===== src/burst_split_pkg.sv =====
// Burst splitter package with bus widths, queue depth and shared enums
`default_nettype none

package burst_split_pkg;

  // --------------------------------------------------
  // Widths and depth
  // --------------------------------------------------
  localparam int ADDR_W   = 32;
  localparam int DATA_W   = 32;
  localparam int LEN_W    = 8;
  localparam int SIZE_W   = 3;
  // Outstanding bursts per direction
  localparam int MAX_TXNS = 4;
  localparam int CNT_W    = $clog2(MAX_TXNS) + 1;

  typedef logic [ADDR_W-1:0] addr_t;
  typedef logic [DATA_W-1:0] data_t;
  typedef logic [LEN_W-1:0]  len_t;
  typedef logic [SIZE_W-1:0] size_t;

  // --------------------------------------------------
  // Encodings
  // --------------------------------------------------
  typedef enum logic [1:0] {
    BURST_FIXED = 2'b00,
    BURST_INCR  = 2'b01,
    BURST_WRAP  = 2'b10
  } burst_e;

  // Bit 1 set means an error response
  typedef enum logic [1:0] {
    RESP_OKAY   = 2'b00,
    RESP_EXOKAY = 2'b01,
    RESP_SLVERR = 2'b10,
    RESP_DECERR = 2'b11
  } resp_e;

  typedef enum logic {
    SPLIT_IDLE,
    SPLIT_BUSY
  } split_state_e;

endpackage

`default_nettype wire

===== src/burst_splitter_top.sv =====
// Burst splitter top level with both address paths, W feed-through and responses
`timescale 1ns/1ps
`default_nettype none

module burst_splitter_top (
  input  wire                                   clk_i,
  input  wire                                   arst_n_i,
  // Upstream write address
  input  burst_split_pkg::addr_t                s_aw_addr_i,
  input  burst_split_pkg::len_t                 s_aw_len_i,
  input  burst_split_pkg::size_t                s_aw_size_i,
  input  burst_split_pkg::burst_e               s_aw_burst_i,
  input  wire                                   s_aw_valid_i,
  output logic                                  s_aw_ready_o,
  // Upstream write data
  input  burst_split_pkg::data_t                s_w_data_i,
  input  wire [burst_split_pkg::DATA_W/8-1:0]   s_w_strb_i,
  input  wire                                   s_w_last_i,
  input  wire                                   s_w_valid_i,
  output logic                                  s_w_ready_o,
  // Upstream write response
  output burst_split_pkg::resp_e                s_b_resp_o,
  output logic                                  s_b_valid_o,
  input  wire                                   s_b_ready_i,
  // Upstream read address
  input  burst_split_pkg::addr_t                s_ar_addr_i,
  input  burst_split_pkg::len_t                 s_ar_len_i,
  input  burst_split_pkg::size_t                s_ar_size_i,
  input  burst_split_pkg::burst_e               s_ar_burst_i,
  input  wire                                   s_ar_valid_i,
  output logic                                  s_ar_ready_o,
  // Upstream read data
  output burst_split_pkg::data_t                s_r_data_o,
  output burst_split_pkg::resp_e                s_r_resp_o,
  output logic                                  s_r_last_o,
  output logic                                  s_r_valid_o,
  input  wire                                   s_r_ready_i,
  // Downstream write address
  output burst_split_pkg::addr_t                m_aw_addr_o,
  output burst_split_pkg::len_t                 m_aw_len_o,
  output burst_split_pkg::size_t                m_aw_size_o,
  output burst_split_pkg::burst_e               m_aw_burst_o,
  output logic                                  m_aw_valid_o,
  input  wire                                   m_aw_ready_i,
  // Downstream write data
  output burst_split_pkg::data_t                m_w_data_o,
  output logic [burst_split_pkg::DATA_W/8-1:0]  m_w_strb_o,
  output logic                                  m_w_last_o,
  output logic                                  m_w_valid_o,
  input  wire                                   m_w_ready_i,
  // Downstream write response
  input  burst_split_pkg::resp_e                m_b_resp_i,
  input  wire                                   m_b_valid_i,
  output logic                                  m_b_ready_o,
  // Downstream read address
  output burst_split_pkg::addr_t                m_ar_addr_o,
  output burst_split_pkg::len_t                 m_ar_len_o,
  output burst_split_pkg::size_t                m_ar_size_o,
  output burst_split_pkg::burst_e               m_ar_burst_o,
  output logic                                  m_ar_valid_o,
  input  wire                                   m_ar_ready_i,
  // Downstream read data
  input  burst_split_pkg::data_t                m_r_data_i,
  input  burst_split_pkg::resp_e                m_r_resp_i,
  input  wire                                   m_r_valid_i,
  output logic                                  m_r_ready_o
);
  import burst_split_pkg::*;

  logic aw_push, aw_full, aw_head_valid, b_pop;
  len_t aw_len, aw_head_len;
  logic ar_push, ar_full, ar_head_valid, r_pop;
  len_t ar_len, ar_head_len;

  // Downstream only ever sees single beats
  assign m_aw_len_o = '0;
  assign m_ar_len_o = '0;

  // --------------------------------------------------
  // Write path
  // --------------------------------------------------
  ax_splitter u_aw_splitter (
    .clk_i       (clk_i),
    .arst_n_i    (arst_n_i),
    .ax_addr_i   (s_aw_addr_i),
    .ax_len_i    (s_aw_len_i),
    .ax_size_i   (s_aw_size_i),
    .ax_burst_i  (s_aw_burst_i),
    .ax_valid_i  (s_aw_valid_i),
    .ax_ready_o  (s_aw_ready_o),
    .ax_addr_o   (m_aw_addr_o),
    .ax_size_o   (m_aw_size_o),
    .ax_burst_o  (m_aw_burst_o),
    .ax_valid_o  (m_aw_valid_o),
    .ax_ready_i  (m_aw_ready_i),
    .fifo_full_i (aw_full),
    .len_push_o  (aw_push),
    .len_o       (aw_len)
  );

  burst_len_fifo u_aw_fifo (
    .clk_i        (clk_i),
    .arst_n_i     (arst_n_i),
    .push_i       (aw_push),
    .push_len_i   (aw_len),
    .pop_i        (b_pop),
    .full_o       (aw_full),
    .head_valid_o (aw_head_valid),
    .head_len_o   (aw_head_len)
  );

  // W passes through with last set on every beat
  assign m_w_data_o  = s_w_data_i;
  assign m_w_strb_o  = s_w_strb_i;
  assign m_w_last_o  = 1'b1;
  assign m_w_valid_o = s_w_valid_i;
  assign s_w_ready_o = m_w_ready_i;

  b_merge u_b_merge (
    .clk_i        (clk_i),
    .arst_n_i     (arst_n_i),
    .m_b_resp_i   (m_b_resp_i),
    .m_b_valid_i  (m_b_valid_i),
    .m_b_ready_o  (m_b_ready_o),
    .s_b_resp_o   (s_b_resp_o),
    .s_b_valid_o  (s_b_valid_o),
    .s_b_ready_i  (s_b_ready_i),
    .head_valid_i (aw_head_valid),
    .head_len_i   (aw_head_len),
    .pop_o        (b_pop)
  );

  // --------------------------------------------------
  // Read path
  // --------------------------------------------------
  ax_splitter u_ar_splitter (
    .clk_i       (clk_i),
    .arst_n_i    (arst_n_i),
    .ax_addr_i   (s_ar_addr_i),
    .ax_len_i    (s_ar_len_i),
    .ax_size_i   (s_ar_size_i),
    .ax_burst_i  (s_ar_burst_i),
    .ax_valid_i  (s_ar_valid_i),
    .ax_ready_o  (s_ar_ready_o),
    .ax_addr_o   (m_ar_addr_o),
    .ax_size_o   (m_ar_size_o),
    .ax_burst_o  (m_ar_burst_o),
    .ax_valid_o  (m_ar_valid_o),
    .ax_ready_i  (m_ar_ready_i),
    .fifo_full_i (ar_full),
    .len_push_o  (ar_push),
    .len_o       (ar_len)
  );

  burst_len_fifo u_ar_fifo (
    .clk_i        (clk_i),
    .arst_n_i     (arst_n_i),
    .push_i       (ar_push),
    .push_len_i   (ar_len),
    .pop_i        (r_pop),
    .full_o       (ar_full),
    .head_valid_o (ar_head_valid),
    .head_len_o   (ar_head_len)
  );

  // Data and response bypass the beat counter
  assign s_r_data_o = m_r_data_i;
  assign s_r_resp_o = m_r_resp_i;

  r_last_gen u_r_last_gen (
    .clk_i        (clk_i),
    .arst_n_i     (arst_n_i),
    .m_r_valid_i  (m_r_valid_i),
    .m_r_ready_o  (m_r_ready_o),
    .s_r_valid_o  (s_r_valid_o),
    .s_r_ready_i  (s_r_ready_i),
    .s_r_last_o   (s_r_last_o),
    .head_valid_i (ar_head_valid),
    .head_len_i   (ar_head_len),
    .pop_o        (r_pop)
  );

endmodule

`default_nettype wire


===== src/r_last_gen.sv =====
// Read beat counter that rebuilds the last flag of each burst
`timescale 1ns/1ps
`default_nettype none

module r_last_gen (
  input  wire                   clk_i,
  input  wire                   arst_n_i,
  input  wire                   m_r_valid_i,
  output logic                  m_r_ready_o,
  output logic                  s_r_valid_o,
  input  wire                   s_r_ready_i,
  output logic                  s_r_last_o,
  // Head of the read length queue
  input  wire                   head_valid_i,
  input  burst_split_pkg::len_t head_len_i,
  output logic                  pop_o
);
  import burst_split_pkg::*;

  len_t beat_cnt_q;
  logic beat_taken;

  assign s_r_valid_o = m_r_valid_i & head_valid_i;
  assign m_r_ready_o = s_r_ready_i & head_valid_i;
  assign s_r_last_o  = (beat_cnt_q == head_len_i);
  assign beat_taken  = s_r_valid_o & s_r_ready_i;
  assign pop_o       = beat_taken & s_r_last_o;

  always_ff @(posedge clk_i or negedge arst_n_i) begin
    if (!arst_n_i) begin
      beat_cnt_q <= '0;
    end else if (beat_taken) begin
      beat_cnt_q <= s_r_last_o ? '0 : beat_cnt_q + 1'b1;
    end
  end

  // Read data must belong to a burst already recorded
  a_no_orphan_r: assert property (@(posedge clk_i) disable iff (!arst_n_i)
    m_r_valid_i |-> head_valid_i)
    else $error("Read beat without an outstanding burst");

endmodule

`default_nettype wire


===== src/b_merge.sv =====
// Write response combiner that folds the beats of one burst into one B
`timescale 1ns/1ps
`default_nettype none

module b_merge (
  input  wire                    clk_i,
  input  wire                    arst_n_i,
  // Downstream single-beat responses
  input  burst_split_pkg::resp_e m_b_resp_i,
  input  wire                    m_b_valid_i,
  output logic                   m_b_ready_o,
  // Upstream burst response
  output burst_split_pkg::resp_e s_b_resp_o,
  output logic                   s_b_valid_o,
  input  wire                    s_b_ready_i,
  // Head of the write length queue
  input  wire                    head_valid_i,
  input  burst_split_pkg::len_t  head_len_i,
  output logic                   pop_o
);
  import burst_split_pkg::*;

  len_t beat_cnt_q;
  logic err_q;
  logic is_final;
  logic err_any;
  logic beat_taken;

  assign is_final   = (beat_cnt_q == head_len_i);
  // Sticky error over all beats seen so far, this one included
  assign err_any    = err_q | m_b_resp_i[1];
  assign beat_taken = m_b_valid_i & m_b_ready_o;

  always_comb begin
    m_b_ready_o = 1'b0;
    s_b_valid_o = 1'b0;
    pop_o       = 1'b0;
    s_b_resp_o  = err_any ? RESP_SLVERR : m_b_resp_i;
    if (m_b_valid_i && head_valid_i) begin
      if (is_final) begin
        // Last beat waits for the upstream handshake
        s_b_valid_o = 1'b1;
        m_b_ready_o = s_b_ready_i;
        pop_o       = s_b_ready_i;
      end else begin
        m_b_ready_o = 1'b1;
      end
    end
  end

  always_ff @(posedge clk_i or negedge arst_n_i) begin
    if (!arst_n_i) begin
      beat_cnt_q <= '0;
      err_q      <= 1'b0;
    end else if (beat_taken) begin
      if (is_final) begin
        beat_cnt_q <= '0;
        err_q      <= 1'b0;
      end else begin
        beat_cnt_q <= beat_cnt_q + 1'b1;
        err_q      <= err_any;
      end
    end
  end

  // A write response needs an address accepted before it
  a_no_orphan_b: assert property (@(posedge clk_i) disable iff (!arst_n_i)
    m_b_valid_i |-> head_valid_i)
    else $error("Write response without an outstanding burst");

endmodule

`default_nettype wire


===== src/burst_len_fifo.sv =====
// In-order queue of outstanding burst lengths for one direction
`timescale 1ns/1ps
`default_nettype none

module burst_len_fifo (
  input  wire                   clk_i,
  input  wire                   arst_n_i,
  input  wire                   push_i,
  input  burst_split_pkg::len_t push_len_i,
  input  wire                   pop_i,
  output logic                  full_o,
  output logic                  head_valid_o,
  output burst_split_pkg::len_t head_len_o
);
  import burst_split_pkg::*;

  typedef logic [CNT_W-2:0] ptr_t;

  len_t             mem [MAX_TXNS];
  ptr_t             wr_ptr_q, rd_ptr_q;
  logic [CNT_W-1:0] count_q;

  // Circular increment that also works for non power of two depths
  function automatic ptr_t ptr_inc(ptr_t ptr);
    if (ptr == ptr_t'(MAX_TXNS - 1)) begin
      return '0;
    end
    return ptr + 1'b1;
  endfunction

  assign full_o       = (count_q == CNT_W'(MAX_TXNS));
  assign head_valid_o = (count_q != '0);
  assign head_len_o   = mem[rd_ptr_q];

  always_ff @(posedge clk_i or negedge arst_n_i) begin
    if (!arst_n_i) begin
      wr_ptr_q <= '0;
      rd_ptr_q <= '0;
      count_q  <= '0;
    end else begin
      if (push_i) begin
        wr_ptr_q <= ptr_inc(wr_ptr_q);
      end
      if (pop_i) begin
        rd_ptr_q <= ptr_inc(rd_ptr_q);
      end
      case ({push_i, pop_i})
        2'b10:   count_q <= count_q + 1'b1;
        2'b01:   count_q <= count_q - 1'b1;
        default: count_q <= count_q;
      endcase
    end
  end

  always_ff @(posedge clk_i) begin
    if (push_i) begin
      mem[wr_ptr_q] <= push_len_i;
    end
  end

  a_no_overflow: assert property (@(posedge clk_i) disable iff (!arst_n_i)
    push_i |-> !full_o)
    else $error("Burst length pushed into a full queue");

  a_no_underflow: assert property (@(posedge clk_i) disable iff (!arst_n_i)
    pop_i |-> head_valid_o)
    else $error("Burst length popped from an empty queue");

endmodule

`default_nettype wire


===== src/ax_splitter.sv =====
// Address channel splitter that issues one burst as single-beat requests
`timescale 1ns/1ps
`default_nettype none

module ax_splitter (
  input  wire                     clk_i,
  input  wire                     arst_n_i,
  // Upstream address channel
  input  burst_split_pkg::addr_t  ax_addr_i,
  input  burst_split_pkg::len_t   ax_len_i,
  input  burst_split_pkg::size_t  ax_size_i,
  input  burst_split_pkg::burst_e ax_burst_i,
  input  wire                     ax_valid_i,
  output logic                    ax_ready_o,
  // Downstream single-beat requests
  output burst_split_pkg::addr_t  ax_addr_o,
  output burst_split_pkg::size_t  ax_size_o,
  output burst_split_pkg::burst_e ax_burst_o,
  output logic                    ax_valid_o,
  input  wire                     ax_ready_i,
  // Burst length record
  input  wire                     fifo_full_i,
  output logic                    len_push_o,
  output burst_split_pkg::len_t   len_o
);
  import burst_split_pkg::*;

  split_state_e state_q, state_d;
  addr_t        addr_q, addr_d;
  len_t         len_q, len_d;
  size_t        size_q, size_d;
  burst_e       burst_q, burst_d;

  // Address of the following beat, FIXED keeps it unchanged
  function automatic addr_t next_addr(addr_t addr, size_t size, burst_e burst);
    if (burst == BURST_INCR) begin
      return addr + (addr_t'(1) << size);
    end
    return addr;
  endfunction

  assign len_o = ax_len_i;

  // --------------------------------------------------
  // Request sequencing
  // --------------------------------------------------
  always_comb begin
    state_d    = state_q;
    addr_d     = addr_q;
    len_d      = len_q;
    size_d     = size_q;
    burst_d    = burst_q;
    ax_ready_o = 1'b0;
    ax_valid_o = 1'b0;
    len_push_o = 1'b0;
    ax_addr_o  = ax_addr_i;
    ax_size_o  = ax_size_i;
    ax_burst_o = ax_burst_i;

    case (state_q)
      SPLIT_IDLE: begin
        if (ax_valid_i && !fifo_full_i) begin
          ax_valid_o = 1'b1;
          if (ax_len_i == '0) begin
            // Single beat goes straight through
            ax_ready_o = ax_ready_i;
            len_push_o = ax_ready_i;
          end else begin
            // Take the whole burst now and offer its first beat
            ax_ready_o = 1'b1;
            len_push_o = 1'b1;
            size_d     = ax_size_i;
            burst_d    = ax_burst_i;
            state_d    = SPLIT_BUSY;
            if (ax_ready_i) begin
              len_d  = ax_len_i - 1'b1;
              addr_d = next_addr(ax_addr_i, ax_size_i, ax_burst_i);
            end else begin
              len_d  = ax_len_i;
              addr_d = ax_addr_i;
            end
          end
        end
      end
      SPLIT_BUSY: begin
        ax_valid_o = 1'b1;
        ax_addr_o  = addr_q;
        ax_size_o  = size_q;
        ax_burst_o = burst_q;
        if (ax_ready_i) begin
          if (len_q == '0) begin
            state_d = SPLIT_IDLE;
          end else begin
            len_d  = len_q - 1'b1;
            addr_d = next_addr(addr_q, size_q, burst_q);
          end
        end
      end
      default: state_d = SPLIT_IDLE;
    endcase
  end

  always_ff @(posedge clk_i or negedge arst_n_i) begin
    if (!arst_n_i) begin
      state_q <= SPLIT_IDLE;
    end else begin
      state_q <= state_d;
    end
  end

  // Latched request, only meaningful while busy
  always_ff @(posedge clk_i) begin
    addr_q  <= addr_d;
    len_q   <= len_d;
    size_q  <= size_d;
    burst_q <= burst_d;
  end

  // Wrapping bursts cannot be rebuilt from independent beats
  a_no_wrap: assert property (@(posedge clk_i) disable iff (!arst_n_i)
    (ax_valid_i && ax_ready_o) |-> (ax_burst_i != BURST_WRAP))
    else $error("WRAP burst accepted by splitter");

  // Downstream request stays put until it is taken
  a_req_hold: assert property (@(posedge clk_i) disable iff (!arst_n_i)
    (ax_valid_o && !ax_ready_i) |=> (ax_valid_o && $stable(ax_addr_o)))
    else $error("Downstream request dropped before ready");

endmodule

`default_nettype wire


===== config.mk =====
export PLATFORM = sky130hd
export DESIGN_NAME = burst_splitter_top
export DESIGN_NICKNAME = d
export VERILOG_FILES = /design/src/burst_split_pkg.sv /design/src/burst_splitter_top.sv /design/src/r_last_gen.sv /design/src/b_merge.sv /design/src/burst_len_fifo.sv /design/src/ax_splitter.sv
export SDC_FILE = /design/constraint.sdc
export NUM_CORES = 1
export LEC_CHECK = 0
export BUFFER_PORTS_ARGS = -buffer_cell sky130_fd_sc_hd__buf_2
export CORE_MARGIN = 2
export CORE_UTILIZATION = 55
export CTS_BUF_LIST = sky130_fd_sc_hd__clkbuf_8
export DETAILED_ROUTE_END_ITERATION = 10
export GPL_TIMING_DRIVEN = 0
export PLACE_DENSITY_LB_ADDON = 0.25
export REMOVE_ABC_BUFFERS = 1
export SLEW_MARGIN = 20
export SYNTH_ARGS = -nofsm -noshare
export SYNTH_HDL_FRONTEND = slang
export SYNTH_SLANG_ARGS = --single-unit

===== constraint.sdc =====
create_clock -name clk_i -period 7.35 [get_ports clk_i]
set_clock_uncertainty 0.1 [all_clocks]
set_input_delay 1.1025 -clock clk_i [delete_from_list [all_inputs] [get_ports clk_i]]
set_output_delay 1.1025 -clock clk_i [all_outputs]
set_load 0.01 [all_outputs]

# Yosys cells after proc, flatten, opt, wreduce, memory -nomap -nowiden

Memories as Yosys holds them, arrays and structs flattened.
Index checks and enable logic that the tools add are counted.

Memory bits (writable): 64
Output and inout port bits: 174
Flip-flop bits (word level): 123
Logic and storage cells: 206
Memories: 2

Memories:

| name          | depth | bits a word | rd ports | clocked after Yosys merged registers in | write ports | RTL line             | text |
|---|---|---|---|---|---|---|---|
| u_ar_fifo.mem | 4     | 8           | 1        | 0                                       | 1           | burst_len_fifo.sv:19 | `len_t mem [MAX_TXNS];` |
| u_aw_fifo.mem | 4     | 8           | 1        | 0                                       | 1           | burst_len_fifo.sv:19 |  |

Reduce and logical (&&, ||, !) cells: 19
Shifts and indexed selects: 4
Bitwise operators: 10
Add/sub/neg operators: 18
Muxes and demuxes: 108
Equality and inequality tests: 26

Operators by type and width:

| operator               | number |
|---|---|
| $mux W32               | 20 |
| $add A32 B32 Y32       | 4 |
| $pmux W32 S2           | 2 |
| $shl A1 B3 Y32 const A | 4 |
| $mux W8                | 12 |
| $mux W1                | 53 |
| $logic_not A8 Y1       | 4 |
| $pmux W8 S2            | 2 |
| $sub A8 B1 Y8 const B  | 4 |
| $mux W2                | 11 |
| $add A8 B1 Y8 const B  | 2 |
| $eq A8 B8 Y1           | 2 |
| $ne A2 B2 Y1 const B   | 8 |
| $eq A2 B1 Y1 const B   | 6 |
| $eq A2 B2 Y1 const B   | 6 |
| $pmux W3 S2            | 2 |
| $reduce_and A5 Y1      | 2 |
| $add A2 B1 Y2 const B  | 4 |
| $pmux W1 S2            | 4 |
| $reduce_and A4 Y1      | 2 |
| $add A3 B1 Y3 const B  | 2 |
| $eq A3 B3 Y1 const B   | 2 |
| $mux W3                | 2 |
| $reduce_and A3 Y1      | 2 |
| 9 further kinds        | 23 |

# Depth between registers and ports, before layout

Depth after elaboration: 11
Depth in mapped cells: 12
Mapped depth without buffers: 10

# By module

From an unflattened synthesis, not the netlist that was laid out.

Cell total of the unflattened synthesis: 1302
Area, all modules: 13990.9 µm²

Modules (own cells, without submodules):

| module                      | area an instance (µm²) | sequential area each (µm²) | cells each | times used |
|---|---|---|---|---|
| ax_splitter (u_ar_splitter) | 4466.8                 | 1376.3                     | 463        | 1 |
| ax_splitter (u_aw_splitter) | 4463.0                 | 1376.3                     | 470        | 1 |
| burst_len_fifo              | 1565.3                 | 1136.1                     | 77         | 2 |
| burst_splitter_top          | 675.6                  | 0.0                        | 91         | 1 |
| b_merge                     | 635.6                  | 225.2                      | 66         | 1 |
| r_last_gen                  | 619.3                  | 200.2                      | 58         | 1 |

# Worst setup path before layout

No wires, ideal clock.

Kind: in2reg
Start: in s_ar_len_i[0]
End: reg u_ar_splitter.addr_q[0] (enable)
Path slack: 3.043 ns
Setup time: 0.432 ns
Path buffers: 0
Stages on the path: 5
Required time: 6.818 ns
Arrival time: 3.775 ns
Path through: inv_1 -> ha_1 -> a311oi_1 -> a41oi_1 -> a21oi_1

Word-level cells in the longest chain between the ends: 3

RTL lines:

| item                        | RTL line                 | text |
|---|---|---|
| from (decl)                 | burst_splitter_top.sv:27 | `input burst_split_pkg::len_t s_ar_len_i,` |
| $logic_not A8 Y1            | ax_splitter.sv:64        | `if (ax_len_i == '0) begin` |
| $ne A2 B2 Y1 (no line)      | --                       |  |
| $reduce_and A5 Y1 (no line) | --                       |  |
| to (signal assigned)        | ax_splitter.sv:113       | `addr_q <= addr_d;` |
| to (decl)                   | ax_splitter.sv:29        | `addr_t addr_q, addr_d;` |

Every way passes these cells.
A chain may end at the register's enable or synchronous reset.

# Worst setup path in the final report

Start: in s_aw_len_i[3]
End: out s_aw_ready_o

Word-level cells in the longest chain between the ends: 4

RTL lines:

| item             | RTL line                 | text |
|---|---|---|
| from (decl)      | burst_splitter_top.sv:10 | `input burst_split_pkg::len_t s_aw_len_i,` |
| $logic_not A8 Y1 | ax_splitter.sv:64        |  |
| $mux W1          | ax_splitter.sv:64        |  |
| $mux W1          | ax_splitter.sv:62        | `if (ax_valid_i && !fifo_full_i) begin` |
| $mux W1          | ax_splitter.sv:60        | `case (state_q)` |
| to (decl)        | burst_splitter_top.sv:14 | `output logic s_aw_ready_o,` |

Every way passes these cells.

==> metrics.md <==
| Metric | Value |
|---|---|
| Fmax | `238 MHz` |
| Max_slew headroom | `28.0%` |
| Total CTS buffers | `17` |
| CTS tree | `yes` |
| DIE AREA | `approximately 26,000 sq um` |
| FF-to-FF setup slack | `3690 ps` |
| Core area | `25,000 sq um` |
| Max-cap violations | `0` |
| Via/cell ratio | `approximately 6` |
| Worst min path class | `flop to flop` |
| Drt first pass iters | `5` |
| Vias in the first global route | `9,951` |
| Required @ worst endpoint | `~6000 ps` |
| Crit Path Max Fanout | `8` |
| Slowest CP cell | `a21oi_1` |
| RSZ-0062 raised after global routing | `no` |
| Netlist cell types | `67` |
| Chip height | `163 um` |
| Commonest non-fill, non-tap cell in the layout | `buf_2` |
| Final hold violation count | `0` |
| Clock period minus worst slack | `approximately 4200 ps` |
| Final Non-Filler Cells | `between 1,500 and 2,000` |
| GRT Overall Usage | `27.5%` |
| Via Count | `10,632` |
| # setup viols final | `0` |
| Worst reg-to-reg path cell count | `8` |
| Synth Warn # | `0` |
| GRT overflow | `0` |
| CP endpoint kind | `output pin` |
| WP data arrival | `~3000 ps` |
| H-tree Lvls | `4` |
| First-pass GRT wire length | `56,000 um` |
| Clock root cell | `clkbuf_8` |
| CP Capture Point | `s_aw_ready_o` |
| Synth Instances | `1,353` |
| Most frequent cells in the layout | `186 x buf_2, 154 x edfxtp_1, 120 x xnor2_1` |
| CP startpoint kind | `input port` |
| Antenna Nets Post-Route | `0` |
| Avg Cell Area, Syn | `10.2 sq um` |
| Synth Flop Type | `edfxtp_1` |
| Area Overhead vs Synth | `8.40%` |
| DR iter-0 viols | `937` |
| CTS Sinks | `187` |
| Final Slew Violations | `0` |
| PostCTS Resize Cnt | `0` |
| Cells along the critical path | `buf_2 -> nor4_1 -> a311oi_2 -> a21oi_1 -> inv_1 -> buf_2` |
| Nets | `about 1,700` |
| P_leak | `around 5.9 nW` |
| Reg clk slew, reported paths | `110 ps` |
| Reg2reg end | `u_aw_splitter.addr_q[31]` |
| CP Class | `input port to output pin` |
| Final period util | `between 50% and 60%` |
| Initial Utilization | `55.5%` |
| Peak supply drop | `0.111 mV` |
| Largest net degree at the start of global routing | `61` |
| Netlist Area Pre-Place | `between 10,000 and 15,000 sq um` |
| Clock insertion delay at the later pin of the skew report | `around 460 ps` |
| Worst Max-Slew Pin Slew | `1080 ps` |
| Row Count | `58` |
| Die X | `163 um` |
| FFs w/ async S/R, synth | `between 10% and 20%` |
| Util after Layout | `between 60 and 70%` |
| Max stage delay on crit path | `600 ps` |
| DPL Wire Length | `~28,000 um` |
| Worst reg2reg startpoint | `u_aw_splitter.size_q[2]` |
| Pwr Density | `247 nW/um^2` |
| Total power | `0.00371 W` |
| Post-synth EDFFs | `approximately 150` |
| Layout cells sized above 1 | `23.2%` |
| Status | `finished clean` |
| Initial antenna violation count | `2` |
| Routed WL | `36,700 um` |
| # port buffers | `186` |
| Placed insts | `1,754` |
| Routability cong. | `0.842` |
| Setup bufs post-CTS | `0` |
| Worst Setup SP | `s_aw_len_i[3]` |
| Drt drc | `0` |
| Seq cells post-synth | `187` |
| Avg WL per Cell | `20.5 um` |
| Seq/Total Area, Yosys | `39.3%` |
| CP most frequent cell | `buf_2` |
| CTS Hold Bufs | `0` |
| I/O pins | `349` |
| Final setup TNS | `0 ps` |
| Clock tree buffer depth | `2` |
state kept, by name, indices dropped and copies added, names as in the netlist, 8 cells and up:
| name | flops |
|---|---|
| u_ar_fifo.mem | 32 |
| u_ar_splitter.addr_q | 32 |
| u_aw_fifo.mem | 32 |
| u_aw_splitter.addr_q | 32 |
| u_ar_splitter.len_q | 8 |
| u_aw_splitter.len_q | 8 |
| u_b_merge.beat_cnt_q | 8 |
| u_r_last_gen.beat_cnt_q | 8 |
cells in the mapped netlist, types with 5 or more instances:
master,number,area (sq um)
edfxtp_1,154,4620
o31ai_1,6,45.0
nand2b_1,7,43.8
clkbuf_1,39,146
nand3b_1,6,45.0
ha_1,52,651
a21oi_1,56,280
and2_1,7,43.8
nand4_1,22,138
mux2i_1,50,500
nor4b_1,8,70.1
mux4_2,16,360
xor2_1,29,254
nor2_1,62,233
a31oi_1,5,31.3
buf_4,90,676
dfrtp_1,33,826
nor2b_1,16,100
xnor2_1,120,1050
a22o_1,5,43.8
or3_1,5,31.3
nor3_1,42,210
nand2_1,108,405
a2111oi_0,17,149
nor3b_1,14,105
fa_1,6,120
and3_1,22,138
o21ai_0,63,315
and3b_1,9,78.8
inv_1,54,203
nand3_1,34,170
nor4_1,12,75.1
and4_1,5,43.8
or2_2,6,37.5
a211oi_1,30,225
mux2_2,72,811
a21o_1,16,120
where the power goes:
group	leakage [nW]	internal, W	switching (W)
clock	0.208	0.000288	0.000426
sequential	1.79	0.00141	0.000236
combinational	3.87	0.000644	0.000701
total	5.87	0.00235	0.00136
kinds of logic (layout without fill, tap and decap cells):
kind of cell	count (synthesis)	after routing	synth area share (%)
simple gates	396	396	15.0
other cells	2	21	0.0542
fa+ha+maj	58	58	5.56
buf+inv	191	279	7.65
flops	187	187	39.3
xor+xnor	149	149	9.42
mux	140	140	12.2
compound gates	230	230	10.7
cell type report:
| class | count | area [sq um] |
|---|---|---|
| inverters | 54 | 203 |
| flip-flops and latches | 187 | 5460 |
| repair buffers | 193 | 1060 |
| clock inverters | 15 | 179 |
| multi-input cells | 990 | 7460 |
| fillers | 2157 | 9950 |
| well taps | 330 | 413 |
| clock buffers | 17 | 234 |
| diodes | 4 | 10.0 |
routing by layer:
| metal | global-route usage [%] | up-vias | wire length [um] |
|---|---|---|---|
| met3 | 14.1 | 33 | 4650 |
| met1 | 36.0 | 5110 | 15400 |
| li1 | - | 5054 | - |
| met2 | 40.3 | 427 | 15900 |
| met4 | 5.27 | 8 | 369 |
| met5 | 10.4 | - | 322 |
critical path: cells and delay by family:
| kind | cells | cell delay [ps] |
|---|---|---|
| AO/OA/AOI/OAI | 2 | 940 |
| buffers and inverters | 3 | 510 |
| AND/OR/NAND/NOR | 1 | 470 |
metrics by stage:
stage | instance area (sq um) | hold slack [ps] | worst slack (ps)
floorplan | 13100 | 390 | 2270
global placement | 14400 | 410 | 199
detailed placement | 14600 | 432 | 2950
CTS | 15000 | 455 | 2940
global route | 15000 | 487 | 2910
finish | 15000 | 446 | 3140
how the worst min path moves through the flow:
stage	startpoint	to	slack, ps	depth (start not counted)
after floorplan	u_b_merge.err_q	u_b_merge.err_q	390	2
after global placement	u_b_merge.err_q	u_b_merge.err_q	410	2
after detailed placement	u_b_merge.err_q	u_b_merge.err_q	430	2
after CTS	u_ar_fifo.count_q[0]	u_ar_fifo.count_q[0]	460	1
after global routing	u_ar_fifo.count_q[1]	u_ar_fifo.count_q[1]	490	2
final	u_b_merge.err_q	u_b_merge.err_q	450	2
(Power assumes the default switching activity.)
